--- src/design/sens_pkg.sv ---
// sensor pixel input package
// shared sizes, sample word type and host command word views
`default_nettype none

package sens_pkg;

    localparam int LANES       = 4;                      // pixel lanes
    localparam int PHASES      = 4;                      // oversampled phases per ipclk
    localparam int TAP_W       = 4;                      // quarter-phase tap, 0..15
    localparam int HIST_WORDS  = 5;                      // max tap reach plus current word
    localparam int CFG_CREDITS = 4;                      // command fifo depth = host credits
    localparam int CMD_W       = 16;                     // host command word
    localparam int QUAD_W      = $clog2(PHASES);         // quadrant select
    localparam int HIST_W      = HIST_WORDS * PHASES;    // flattened sample history
    localparam int CFG_PTR_W   = $clog2(CFG_CREDITS);    // fifo pointers
    localparam int CFG_CNT_W   = $clog2(CFG_CREDITS + 1); // fifo occupancy

    // four phase samples of one lane, bit 0 earliest
    typedef logic [PHASES-1:0] samp_word_t;

    typedef enum logic [1:0] {
        OP_NOP      = 2'd0,                              // no action, credit only
        OP_SET_TAP  = 2'd1,                              // stage a tap
        OP_LD_TAP   = 2'd2,                              // staged -> active
        OP_SET_QUAD = 2'd3                               // load quadrant
    } cfg_op_t;

    typedef struct packed {
        cfg_op_t                          op;
        logic [LANES-1:0]                 lane_mask;
        logic [CMD_W-2-LANES-TAP_W-1:0]   rsvd;         // 6 bits
        logic [TAP_W-1:0]                 tap;
    } cfg_tap_t;

    typedef struct packed {
        cfg_op_t                          op;
        logic [LANES-1:0]                 lane_mask;
        logic [CMD_W-2-LANES-QUAD_W-1:0]  rsvd;         // 8 bits
        logic [QUAD_W-1:0]                quadrant;
    } cfg_quad_t;

    // one command word, read as tap or quadrant layout by opcode
    typedef union packed {
        cfg_tap_t  t;
        cfg_quad_t q;
    } cfg_cmd_u;

endpackage

`default_nettype wire

--- src/design/pxd_cfg_if.sv ---
// pixel lane configuration bus
// decoded command pulses and payload from the delay controller to the lanes
`timescale 1ns/1ps
`default_nettype none

interface pxd_cfg_if;
    import sens_pkg::*;

    logic [LANES-1:0]  lane_sel;     // lanes addressed by current pulse
    logic              tap_set;      // stage tap, one cycle
    logic              tap_ld;       // staged tap becomes active, one cycle
    logic [TAP_W-1:0]  tap;          // tap value for tap_set
    logic              quad_we;      // quadrant write, one cycle
    logic [QUAD_W-1:0] quadrant;     // quadrant value for quad_we

    modport ctrl (
        output lane_sel,
        output tap_set,
        output tap_ld,
        output tap,
        output quad_we,
        output quadrant
    );

    modport lane (
        input lane_sel,
        input tap_set,
        input tap_ld,
        input tap,
        input quad_we,
        input quadrant
    );

endinterface

`default_nettype wire

--- src/design/pxd_delay_line.sv ---
// pixel lane delay line
// keeps recent sample words and picks a four-sample window d quarter-phases back,
// with a staged tap that only takes effect on a load pulse
`timescale 1ns/1ps
`default_nettype none

module pxd_delay_line (
    input  logic                       ipclk,
    input  logic                       irst,
    input  logic                       sel,       // this lane addressed
    input  logic                       tap_set,   // stage pulse
    input  logic                       tap_ld,    // load pulse
    input  logic [sens_pkg::TAP_W-1:0] tap,
    input  sens_pkg::samp_word_t       samp,      // newest word
    output sens_pkg::samp_word_t       win        // delayed window, registered
);
    import sens_pkg::*;

    samp_word_t        hist [0:HIST_WORDS-2];     // past words, [0] is previous cycle
    logic [HIST_W-1:0] flat;                      // oldest at bit 0, samp on top
    logic [TAP_W-1:0]  tap_stg;                   // staged tap
    logic [TAP_W-1:0]  tap_act;                   // tap in use

    // history starts at zero so early windows read as idle
    always_ff @(posedge ipclk) begin
        if (irst) begin
            for (int j = 0; j < HIST_WORDS - 1; j++) begin
                hist[j] <= '0;
            end
        end else begin
            hist[0] <= samp;
            for (int j = 1; j < HIST_WORDS - 1; j++) begin
                hist[j] <= hist[j-1];                 // age by one word
            end
        end
    end

    always_comb begin
        flat[HIST_W-1 -: PHASES] = samp;              // current word on top
        for (int j = 0; j < HIST_WORDS - 1; j++) begin
            flat[(HIST_WORDS-2-j)*PHASES +: PHASES] = hist[j];
        end
    end

    // two-step tap update, stage then load
    always_ff @(posedge ipclk) begin
        if (irst) begin
            tap_stg <= '0;
            tap_act <= '0;
        end else begin
            if (tap_set && sel) begin
                tap_stg <= tap;
            end
            if (tap_ld && sel) begin
                tap_act <= tap_stg;                   // applies on next window
            end
        end
    end

    // window bit i = stream element 4m+i-d, m = current word
    always_ff @(posedge ipclk) begin
        if (irst) begin
            win <= '0;
        end else begin
            win <= flat[(HIST_W - PHASES) - int'(tap_act) +: PHASES];
        end
    end

    // decoder never issues stage and load together
    a_set_ld_excl: assert property (@(posedge ipclk) disable iff (irst)
        !(tap_set && tap_ld))
        else $error("tap_set and tap_ld in the same cycle");

endmodule

`default_nettype wire

--- src/design/pxd_lane.sv ---
// one pixel data lane
// delay line followed by a quadrant select that registers one bit per cycle
`timescale 1ns/1ps
`default_nettype none

module pxd_lane #(
    parameter int LANE = 0                     // lane index, below LANES
) (
    input  logic                 ipclk,
    input  logic                 irst,
    pxd_cfg_if.lane              cfg,
    input  sens_pkg::samp_word_t samp,
    output logic                 pxd_in        // registered pixel bit
);
    import sens_pkg::*;

    logic              sel;                    // own lane_sel bit
    logic [QUAD_W-1:0] quad;                   // 90-degree phase pick
    samp_word_t        win;                    // window from delay line

    assign sel = cfg.lane_sel[LANE];

    pxd_delay_line i_delay_line (
        .ipclk   (ipclk),
        .irst    (irst),
        .sel     (sel),
        .tap_set (cfg.tap_set),
        .tap_ld  (cfg.tap_ld),
        .tap     (cfg.tap),
        .samp    (samp),
        .win     (win)
    );

    always_ff @(posedge ipclk) begin
        if (irst) begin
            quad <= '0;
        end else if (cfg.quad_we && sel) begin
            quad <= cfg.quadrant;              // new phase from next cycle
        end
    end

    // second pipeline stage, total two cycles from samp
    always_ff @(posedge ipclk) begin
        if (irst) begin
            pxd_in <= 1'b0;
        end else begin
            pxd_in <= win[quad];
        end
    end

endmodule

`default_nettype wire

--- src/design/pxd_dly_ctrl.sv ---
// delay and quadrant command controller
// buffers host command words under credit flow control, pops one per cycle
// and turns each into registered pulses on the lane configuration bus
`timescale 1ns/1ps
`default_nettype none

module pxd_dly_ctrl (
    input  logic               ipclk,
    input  logic               irst,
    input  logic               cfg_valid,    // host write, spends a credit
    input  sens_pkg::cfg_cmd_u cfg_word,
    output logic               cfg_credit,   // one credit back per pulse
    pxd_cfg_if.ctrl            cfg
);
    import sens_pkg::*;

    cfg_cmd_u               mem [0:CFG_CREDITS-1];  // command storage
    logic [CFG_PTR_W-1:0]   wr_ptr;
    logic [CFG_PTR_W-1:0]   rd_ptr;
    logic [CFG_CNT_W-1:0]   count;                  // entries held
    logic                   pop;
    logic                   full;
    cfg_cmd_u               head;                   // oldest entry

    assign full       = (count == CFG_CNT_W'(CFG_CREDITS));
    assign pop        = (count != '0);              // drain every cycle
    assign cfg_credit = pop;                        // buffering ends at pop
    assign head       = mem[rd_ptr];

    always_ff @(posedge ipclk) begin
        if (cfg_valid) begin
            mem[wr_ptr] <= cfg_word;
        end
    end

    // pointers wrap on their own since depth is a power of two
    always_ff @(posedge ipclk) begin
        if (irst) begin
            wr_ptr <= '0;
            rd_ptr <= '0;
            count  <= '0;
        end else begin
            if (cfg_valid) begin
                wr_ptr <= wr_ptr + 1'b1;
            end
            if (pop) begin
                rd_ptr <= rd_ptr + 1'b1;
            end
            case ({cfg_valid, pop})
                2'b10:   count <= count + 1'b1;
                2'b01:   count <= count - 1'b1;
                default: count <= count;            // idle or write+pop
            endcase
        end
    end

    // pulses one cycle after the pop
    always_ff @(posedge ipclk) begin
        if (irst) begin
            cfg.tap_set <= 1'b0;
            cfg.tap_ld  <= 1'b0;
            cfg.quad_we <= 1'b0;
        end else begin
            cfg.tap_set <= 1'b0;
            cfg.tap_ld  <= 1'b0;
            cfg.quad_we <= 1'b0;
            if (pop) begin
                case (head.t.op)
                    OP_SET_TAP:  cfg.tap_set <= 1'b1;
                    OP_LD_TAP:   cfg.tap_ld  <= 1'b1;
                    OP_SET_QUAD: cfg.quad_we <= 1'b1;
                    default:     ;                  // nop returns a credit only
                endcase
            end
        end
    end

    // payload registered with the pulse and only meaningful alongside it
    always_ff @(posedge ipclk) begin
        if (pop) begin
            cfg.lane_sel <= head.t.lane_mask;
            cfg.tap      <= head.t.tap;             // tap layout
            cfg.quadrant <= head.q.quadrant;        // quadrant layout
        end
    end

    // host writes only while it holds a credit so the fifo never overflows
    a_no_full_wr: assert property (@(posedge ipclk) disable iff (irst)
        cfg_valid |-> !full)
        else $error("command write with no credit left");

    a_one_pulse: assert property (@(posedge ipclk) disable iff (irst)
        $onehot0({cfg.tap_set, cfg.tap_ld, cfg.quad_we}))
        else $error("more than one config pulse");

endmodule

`default_nettype wire

--- src/design/sens_pxd_in.sv ---
// sensor pixel data input top
// command controller driving four pixel lanes over the configuration bus
`timescale 1ns/1ps
`default_nettype none

module sens_pxd_in (
    input  logic                                            ipclk,
    input  logic                                            irst,
    input  logic                                            cfg_valid,
    input  logic [sens_pkg::CMD_W-1:0]                      cfg_word,
    output logic                                            cfg_credit,
    input  logic [sens_pkg::LANES*sens_pkg::PHASES-1:0]     samp,      // lane k at k*4
    output logic [sens_pkg::LANES-1:0]                      pxd_in
);
    import sens_pkg::*;

    pxd_cfg_if cfg_bus ();                              // controller -> lanes

    pxd_dly_ctrl i_dly_ctrl (
        .ipclk      (ipclk),
        .irst       (irst),
        .cfg_valid  (cfg_valid),
        .cfg_word   (cfg_word),
        .cfg_credit (cfg_credit),
        .cfg        (cfg_bus)
    );

    // one lane per sample word
    for (genvar k = 0; k < LANES; k++) begin : g_lane
        pxd_lane #(
            .LANE (k)
        ) i_lane (
            .ipclk  (ipclk),
            .irst   (irst),
            .cfg    (cfg_bus),
            .samp   (samp[k*PHASES +: PHASES]),
            .pxd_in (pxd_in[k])
        );
    end

endmodule

`default_nettype wire

--- config.mk ---
export PLATFORM = sky130hd
export DESIGN_NAME = sens_pxd_in
export DESIGN_NICKNAME = d
export VERILOG_FILES = /design/src/design/sens_pkg.sv /design/src/design/pxd_cfg_if.sv /design/src/design/pxd_delay_line.sv /design/src/design/pxd_lane.sv /design/src/design/pxd_dly_ctrl.sv /design/src/design/sens_pxd_in.sv
export SDC_FILE = /design/constraint.sdc
export NUM_CORES = 1
export LEC_CHECK = 0
export ABC_AREA = 0
export BUFFER_PORTS_ARGS = -buffer_cell sky130_fd_sc_hd__buf_4
export CORE_ASPECT_RATIO = 1.1
export CORE_MARGIN = 4
export CORE_UTILIZATION = 35
export CTS_BUF_LIST = sky130_fd_sc_hd__clkbuf_16
export DETAILED_ROUTE_END_ITERATION = 8
export PLACE_DENSITY = 0.53
export SYNTH_ARGS = -nofsm -noshare
export SYNTH_HDL_FRONTEND = slang
export SYNTH_HIERARCHICAL = 1
export SYNTH_SLANG_ARGS = --single-unit
--- constraint.sdc ---
create_clock -name ipclk -period 6.7 [get_ports ipclk]
set_input_delay 0.335 -clock ipclk [delete_from_list [all_inputs] [get_ports ipclk]]
set_output_delay 0.335 -clock ipclk [all_outputs]
set_load 0.01 [all_outputs]
==> flow_metrics.tcl, run 1 <==
set metrics [dict create \
    nNetsFinal 865 \
    start_util_pct 35.9 \
    worst_pin_slew_ns 1.03 \
    cts_buffers 17 \
    vias_per_cell 5.24 \
    grt_pass1_vias 6130 \
    cts_tree "yes" \
    layout-drive-gt1-share_pct 15.4 \
    place_inst 1147 \
    overflow 0 \
    grt_max_degree 74 \
    clock_latency_ns 0.43 \
    synth_edf_count 48 \
    ant_nets 0 \
    cp.arrival_ns 3.97 \
    rsz0062_at_grt "no" \
    min_period_ns 3.65 \
    ys_warn_count 6 \
    max_freq_mhz 274 \
    endpoint_kind "flop" \
    slew_headroom_pct 31.7 \
    slew_violations 0 \
    powerDensity_mw_per_mm2 264 \
    clkSinkCount 184 \
    worstPathRequired_ns 7.02 \
    ctsHoldBuffers 0 \
    wire_per_inst_um 16.0 \
    cts_resized 0 \
    vias 6174 \
    rows 61 \
    drt_first_iter_violations 325 \
    crit_path_start_kind "flop" \
    die_w_um 162 \
    antenna_found_initial 0 \
    cts.htree.levels 4 \
    ir_drop_mv 0.163 \
    hp-class "input pin to flop" \
    yosys_register_bits 184 \
    n_antenna_cell 0 \
    pre_cts_ws_ns 3.03 \
    power_mw 2.68 \
    syn_area_mm2 0.00915 \
    ioPinCount 40 \
    clk_pin_slew_worst_paths_ns 0.07 \
    crit_chain "inv_1 -> ha_1 -> mux4_2 -> or4b_1 -> a21o_1 -> a32o_1" \
    die_h_um 178 \
    fin_cells 1179 \
    drv_cap 0 \
    fin_crit_sh_pct 54.4 \
    synth_nets 868 \
    netlist_instances 823 \
    cts_max_path_buffers 2 \
    cp_slowest_cell "ha_1" \
    crit_type "flop to flop" \
    hold_viol_final 0 \
    syn_avg_cell_area_um2 11.1 \
    drc 0 \
    setup_viol 0 \
    io_buffers 33 \
    async_reset_ff_share_pct 0 \
    worstPathMaxFanout 22 \
    p_leak_nw 3.44 \
    seq_area_frac_synth_pct 45.5 \
    synth_flop_cell "dfxtp_1" \
    core_area_mm2 0.0255 \
    gp_congestion 0.843 \
    dp_hpwl_um 12600 \
    cp_top_family "adder cells" \
    fin_ws_ns 3.05 \
    firstDrtPassIters 5 \
    skew_ns 0.0110 \
    area_growth_pct 11.0 \
    setup_tns_ns 0 \
    status "finished clean" \
    track_usage_pct 13.5 \
    slowest_delay_ns 1.05 \
    grt_pass1_wl_um 31800 \
    die_area_mm2 0.0288 \
    totalWireLength_um 18800 \
    hold_slack_ns 0.103 \
    ctsRootBufferMaster "clkbuf_16" \
    yosysUniqueCellTypes 47 \
    path_buf_inv 1 \
    post-cts-setup-buffer-count 0 \
]
-- per-stage QoR --
stage                     area [µm²]  util, %
after floorplan                 9150        -
after global placement          9570     37.5
after detailed placement        9570     37.5
after CTS                      10200     39.8
after global routing           10200     39.8
final                          10200     39.8
-- synthesized netlist by cell type, types with 5 or more instances --
master | number | share of area, %
and3_1 | 8 | 0.55
a21o_1 | 12 | 0.98
nor3_1 | 9 | 0.49
a311oi_1 | 8 | 0.77
o21ai_0 | 9 | 0.49
o211ai_1 | 8 | 0.66
mux4_1 | 20 | 5.7
nor2_1 | 24 | 0.98
a31oi_1 | 8 | 0.55
dfxtp_1 | 136 | 30
ha_1 | 9 | 1.2
mux4_2 | 26 | 6.4
buf_6 | 5 | 0.62
mux2_2 | 16 | 2.0
nor2b_1 | 68 | 4.6
nand3_1 | 48 | 2.6
inv_1 | 27 | 1.1
edfxtp_1 | 48 | 16
xnor2_1 | 9 | 0.86
a2111oi_0 | 8 | 0.77
a21oi_1 | 54 | 3.0
mux2i_1 | 69 | 7.5
buf_2 | 12 | 0.66
nand2_1 | 68 | 2.8
clkbuf_1 | 34 | 1.4
a21bo_2 | 8 | 0.88
o31ai_1 | 5 | 0.41
-- cell families (layout without fill, tap and decap cells) --
kind of cell / after synthesis / in the layout / share of synthesized area, %
simple gates: 249 / 249 / 14.5
flops: 184 / 184 / 45.5
compound gates: 152 / 152 / 11.5
mux: 131 / 131 / 21.7
buf+inv: 84 / 94 / 4.10
xor+xnor: 13 / 13 / 1.24
fa+ha+maj: 10 / 10 / 1.45
-- area by class of cell --
class | count | area (µm²)
fill | 2534 | 15300
multi-input combinational | 555 | 4610
sequential | 184 | 4160
tap | 346 | 433
clock buffer | 17 | 425
timing repair buffer | 35 | 263
clock inverter | 15 | 163
inverter | 27 | 101
-- state kept, by name, summed over array words and instances, names as in the netlist, 4 cells and up, named ones only --
signal                              count
g_lane.i_lane/i_delay_line/hist        64
g_lane.i_lane/i_delay_line/tap_act     16
g_lane.i_lane/i_delay_line/tap_stg     16
g_lane.i_lane/i_delay_line/win         16
g_lane.i_lane/pxd_in                    4
g_lane.i_lane/quad                      8
i_dly_ctrl/cfg.lane_sel                 4
i_dly_ctrl/cfg.tap                      4
i_dly_ctrl/mem                         40
-- report_power, final --
part           internal (mW)  switching (mW)  total, mW
clock                  0.530           0.469      0.999
sequential              1.25           0.148       1.39
combinational          0.145           0.146      0.291
total                   1.92           0.762       2.68
-- worst paths after layout --
check	from	endpoint	slack, ns	cells past startpoint
hold reg to reg	g_lane[2].i_lane/i_delay_line/tap_stg[2]	g_lane[2].i_lane/i_delay_line/tap_stg[2]	0.46	2
setup reg to reg	g_lane[3].i_lane/i_delay_line/tap_act[0]	g_lane[3].i_lane/i_delay_line/win[2]	3.05	6
hold / removal	cfg_word[1]	i_dly_ctrl/mem[1][1]	0.10	1
setup / recovery	g_lane[3].i_lane/i_delay_line/tap_act[0]	g_lane[3].i_lane/i_delay_line/win[2]	3.05	6
-- layout by cell type (no fill, tap or decap), types with 12 or more instances in the layout --
cell type,instances
buf_4,35
edfxtp_1,48
clkbuf_16,17
mux4_2,26
a21oi_1,54
a21o_1,12
mux4_1,20
nor2b_1,68
inv_1,27
mux2i_1,69
nand3_1,48
dfxtp_1,136
mux2_2,16
nand2_1,68
nor2_1,24
-- layer usage --
layer  vias up  GRT usage, %  wire, µm
li1       3051             -         -
met4         0          3.91       233
met2        85          21.8      8830
met1      3019          18.5      9220
met3        19          2.60       531
met5         -             0         0
Note: power is estimated with default switching activity, not from simulation.
==> run 2, diff against run 1 <==
PLACE_DENSITY = 0.55   (was 0.53)
clock period = 2.9 ns   (was 6.7 ns; I/O delays follow)
==> run 2 against run 1 <==
Against the previous run: register-to-register slack lost 2.6 ns; sequential cell count is the same; core utilization grew 1.7 points; combinational power grew 140%; maximum frequency grew 52%; first-iteration DRC count grew 26%; sequential power grew 130%; hold slack lost 0.079 ns; final area grew 4.4%; via count grew 3.5%; wire length is essentially flat; power grew 130%; critical endpoint is now g_lane[1].i_lane/i_delay_line/win[1]; highest routed layer unchanged.
==> flow_metrics.tcl, run 2 (synthesized netlist as in run 1, its figures left out) <==
set metrics [dict create \
    worstPathRequired_ns 3.19 \
    path_buf_inv 2 \
    io_buffers 33 \
    slowest_delay_ns 0.47 \
    r2r_setup_slack_ns 0.50 \
    cp_top_family "compound AO/OA/AOI/OAI gates" \
    final_cell_mix "dfxtp_1 (136), mux2i_1 (69), nand2_1 (68), nor2b_1 (68), buf_4 (61)" \
    antenna_found_initial 0 \
    die_area_mm2 0.0288 \
    p_int_mw 4.47 \
    power_mw 6.22 \
    slew_violations 0 \
    clkSinkCount 184 \
    core_area_mm2 0.0255 \
    hold_path_end "i_dly_ctrl/wr_ptr[0]" \
    cts_buffers 17 \
    ioPinCount 40 \
    drc 0 \
    crit_chain "inv_1 -> ha_1 -> buf_4 -> mux2_2 -> a2111oi_0 -> a311oi_1 -> o211ai_1 -> nor2_1" \
    rsz0062_at_grt "no" \
    worstHoldStart "cfg_valid" \
    cts_tree "yes" \
    rows 61 \
    drt_first_iter_violations 411 \
    ctsRootBufferMaster "clkbuf_16" \
    firstDrtPassIters 7 \
    area_growth_pct 15.9 \
    crit_path_start_kind "flop" \
    gp_congestion 0.848 \
    die_h_um 178 \
    totalWireLength_um 18800 \
    nNetsFinal 917 \
    fin_crit_sh_pct 82.9 \
    hold_viol_final 0 \
    netSwitchingPower_mw 1.75 \
    r2r-end "g_lane[1].i_lane/i_delay_line/win[1]" \
    worst_r2r_startpoint "g_lane[1].i_lane/i_delay_line/tap_act[1]" \
    slew_headroom_pct 48.4 \
    drv_cap 0 \
    min_period_ns 2.40 \
    ant_nets 0 \
    p_clk_share_pct 36.7 \
    powerDensity_mw_per_mm2 587 \
    track_usage_pct 13.3 \
    wire_per_inst_um 15.3 \
    reg2reg_depth 8 \
    dp_hpwl_um 12800 \
    grt_pass1_wl_um 31600 \
    vias_per_cell 5.19 \
    cp_slowest_cell "ha_1" \
    swShare_pct 28.2 \
    status "finished clean" \
    top_register "g_lane.i_lane/i_delay_line/hist" \
    skew_ns 0.00894 \
    n_antenna_cell 0 \
    combPwrFrac_pct 11.4 \
    ir_drop_mv 0.380 \
    worst_pin_slew_ns 0.773 \
    cp.arrival_ns 2.70 \
    setup_viol 0 \
    cts_max_path_buffers 2 \
    crit_type "flop to flop" \
    overflow 0 \
    largest_register_ffs 64 \
    clk_pin_slew_worst_paths_ns 0.07 \
    p_leak_nw 3.69 \
    max_freq_mhz 416 \
    die_w_um 162 \
    vias 6391 \
    hold_slack_ns 0.0246 \
    start_util_pct 35.9 \
    clock_latency_ns 0.42 \
    holdPathStages 3 \
    final_common_cell "dfxtp_1" \
    layout-drive-gt1-share_pct 17.3 \
    worstPathMaxFanout 9 \
    hp-class "input pin to flop" \
    setup_tns_ns 0 \
    reg_top3 "g_lane.i_lane/i_delay_line/hist (64), i_dly_ctrl/mem (40)" \
    grt_pass1_vias 6220 \
    grt_max_degree 66 \
    endpoint_kind "flop" \
    seqPwrFrac_pct 51.9 \
    cts.htree.levels 4 \
]
==> run 2: changes by cell type in the layout (fill, tap and decap cells not counted) <==
| cell | change |
|---|---|
| buf_4 | +26 |
| clkinv_1 | +1 |
| clkinv_2 | +1 |
| clkinv_8 | -1 |
| clkinvlp_4 | -2 |
| dlygate4sd3_1 | +26 |
| inv_8 | +1 |
==> run 2: worst max path at each step <==
stage / cells after the start / startpoint / to
floorplan: 9 / g_lane[0].i_lane/i_delay_line/tap_act[0] / g_lane[0].i_lane/i_delay_line/win[1]
global placement: 6 / g_lane[1].i_lane/i_delay_line/tap_act[1] / g_lane[1].i_lane/i_delay_line/win[2]
detailed placement: 8 / g_lane[0].i_lane/i_delay_line/tap_act[0] / g_lane[0].i_lane/i_delay_line/win[1]
CTS: 8 / g_lane[0].i_lane/i_delay_line/tap_act[0] / g_lane[0].i_lane/i_delay_line/win[1]
global route: 8 / g_lane[1].i_lane/i_delay_line/tap_act[1] / g_lane[1].i_lane/i_delay_line/win[1]
finish: 8 / g_lane[1].i_lane/i_delay_line/tap_act[1] / g_lane[1].i_lane/i_delay_line/win[1]
==> run 2: per-layer routing <==
layer | track usage [%] | part of all wire, %
met1 | 17.9 | 49
met2 | 21.7 | 47
met3 | 2.21 | 2.6
met4 | 5.01 | 1.8
met5 | 0 | 0
==> run 2: worst register-to-register path: cells and delay by family (launching register included) <==
kind / cells / cell delay (ns)
muxes: 1 / 0.36
and+or+nand+nor: 1 / 0.06
adders and majority gates: 1 / 0.47
buffers and inverters: 2 / 0.33
AOI/OAI and AO/OA: 3 / 0.66
DFF: 1 / 0.41
==> run 2: power by group through the flow <==
stage	clock network, mW	registers (mW)	logic, mW
after global placement	0	3.29	0.674
after CTS	2.36	3.24	0.714
final	2.28	3.23	0.710
after detailed placement	0	3.29	0.682
after global routing	2.47	3.28	0.790
after floorplan	0	3.07	0.630
==> run 2: cell type report <==
type | instances | area [µm²]
multi-input combinational | 555 | 4610
sequential | 184 | 4160
timing repair buffer | 87 | 718
inverter | 27 | 101
clock buffer | 17 | 425
fill | 2457 | 14900
clock inverter | 15 | 151
tap | 346 | 433
==> run 2: timing repair <==
action | CTS | global route
buffers inserted | 0 | 0
hold buffers | 26 | 0
endpoints found under the setup margin | 0 | 0
endpoints found under the hold margin | 63 | 0
resized for setup | 0 | 0
==> run 2: through the flow <==
| stage | util, % | cells | setup slack [ns] | cell area, µm² |
|---|---|---|---|---|
| 2_1_floorplan | - | 823 | 0.588 | 9150 |
| 3_3_place_gp | 38.3 | 1173 | 0.495 | 9770 |
| 3_5_place_dp | 38.3 | 1173 | 0.486 | 9770 |
| 4_1_cts | 41.6 | 1231 | 0.489 | 10600 |
| 5_1_grt | 41.6 | 1231 | 0.295 | 10600 |
| 6_report | 41.6 | 1231 | 0.497 | 10600 |
==> run 3, diff against run 2 <==
PLACE_DENSITY = 0.53   (was 0.55)
clock period = 2.45 ns   (was 2.9 ns; I/O delays follow)
==> run 3 against run 2 <==
Against the previous run: die area is the same; sequential cell count stayed put; critical path depth decreased by 2; power up 24%; non-clock buffer count increased by 11; clock-buffer cell count unchanged; register-to-register slack worse by 0.30 ns; clock power increased by 32%; largest power group unchanged.
==> flow_metrics.tcl, run 3 (synthesized netlist as in run 1, its figures left out) <==
set metrics [dict create \
    cts.htree.levels 4 \
    antenna_found_initial 0 \
    slew_violations 0 \
    cp.arrival_ns 2.56 \
    setup_tns_ns 0 \
    final_cell_mix "dfxtp_1 (136), mux2i_1 (69), buf_4 (69)" \
    min_period_ns 2.26 \
    worstPathMaxFanout 5 \
    max_freq_mhz 443 \
    crit_type "flop to flop" \
    totalWireLength_um 19400 \
    grt_pass1_vias 6438 \
    cts_tree "yes" \
    core_area_mm2 0.0255 \
    fin_util_pct 42.3 \
    nNetsFinal 928 \
    power_mw 7.71 \
    setup_viol 0 \
    gp_congestion 0.840 \
    n_antenna_cell 0 \
    grt_max_degree 59 \
    rows 61 \
    io_buffers 33 \
    ctsRootBufferMaster "clkbuf_16" \
    top_layer_used "met4" \
    drc 0 \
    die_w_um 162 \
    fin_crit_sh_pct 92.1 \
    ant_nets 0 \
    crit_path_start_kind "flop" \
    clkSinkCount 184 \
    drv_cap 0 \
    ioPinCount 40 \
    clock_latency_ns 0.42 \
    track_usage_pct 13.8 \
    vias 6463 \
    grt_pass1_wl_um 32400 \
    routed-wl-met2_um 9360 \
    hold_slack_ns 0.216 \
    hold_viol_final 0 \
    area_growth_pct 17.9 \
    rsz0062_at_grt "no" \
    powerDensity_mw_per_mm2 714 \
    die_h_um 178 \
    endpoint_kind "flop" \
    layout-drive-gt1-share_pct 18.1 \
    top_register "g_lane.i_lane/i_delay_line/hist" \
    clk_pin_slew_worst_paths_ns 0.07 \
    start_util_pct 35.9 \
    cts_buffers 17 \
    slew_headroom_pct 50.6 \
    cts_max_path_buffers 2 \
    p_leak_nw 3.77 \
    hp-class "input pin to flop" \
    skew_ns 0.0101 \
    ir_drop_mv 0.398 \
    dr_wl_met3_um 652 \
    overflow 0 \
    worst_pin_slew_ns 0.740 \
    final_common_cell "dfxtp_1" \
    dp_hpwl_um 13200 \
    drt_first_iter_violations 346 \
    largest_register_ffs 64 \
    status "finished clean" \
    firstDrtPassIters 6 \
    vias_per_cell 5.20 \
    worstPathRequired_ns 2.76 \
    met1_length_um 9110 \
    reg_top3 "g_lane.i_lane/i_delay_line/hist (64), i_dly_ctrl/mem (40)" \
    wire_per_inst_um 15.6 \
    die_area_mm2 0.0288 \
]
==> run 3: what timing repair did <==
action / in CTS / in global routing
setup buffers: 0 / 0
setup endpoints to repair: 0 / 1
hold endpoints to repair: 65 / 0
gates resized for setup: 0 / 2
hold buffers: 27 / 0
==> run 3: layer usage <==
metal,vias up,GRT usage [%]
met5,-,0
met4,0,4.48
met3,23,2.44
met2,124,23.1
met1,3143,18.2
li1,3173,-
==> run 3: metrics by stage <==
| step | cell area, µm² | worst slack, ns | std cells |
|---|---|---|---|
| 2_1_floorplan | 9150 | 0.138 | 823 |
| 3_3_place_gp | 9870 | 0.162 | 1183 |
| 3_5_place_dp | 9870 | 0.185 | 1183 |
| 4_1_cts | 10800 | 0.177 | 1242 |
| 5_1_grt | 10800 | 0.0261 | 1242 |
| 6_report | 10800 | 0.193 | 1242 |
==> run 3: path summary, 6_finish.rpt <==
check                                             endpoint  cells past startpoint  slack (ns)                                      from
setup / recovery      g_lane[1].i_lane/i_delay_line/win[2]                      6        0.19  g_lane[1].i_lane/i_delay_line/tap_act[1]
hold / removal                         i_dly_ctrl/count[1]                      2        0.22                                      irst
setup reg to reg      g_lane[1].i_lane/i_delay_line/win[2]                      6        0.19  g_lane[1].i_lane/i_delay_line/tap_act[1]
hold reg to reg   g_lane[3].i_lane/i_delay_line/tap_stg[1]                      2        0.46  g_lane[3].i_lane/i_delay_line/tap_stg[1]
==> run 3: final cells by class <==
cell class	instances	area [µm²]
fill	2447	14700
multi-input combinational	555	4610
sequential	184	4160
tap	346	433
inverter	27	101
clock inverter	15	220
timing repair buffer	98	828
clock buffer	17	425
==> run 3: worst max-delay path: stages (launching register included) <==
cell and delay (ns):
dfxtp_1 0.40, inv_1 0.06, ha_1 0.38, mux4_2 0.35, or4b_1 0.51, a21o_1 0.19, a32o_1 0.25
==> run 3: power breakdown <==
group          internal (mW)  switching, mW  total [mW]
sequential              3.41          0.408        3.82
clock                   1.82           1.20        3.02
combinational          0.465          0.404       0.869
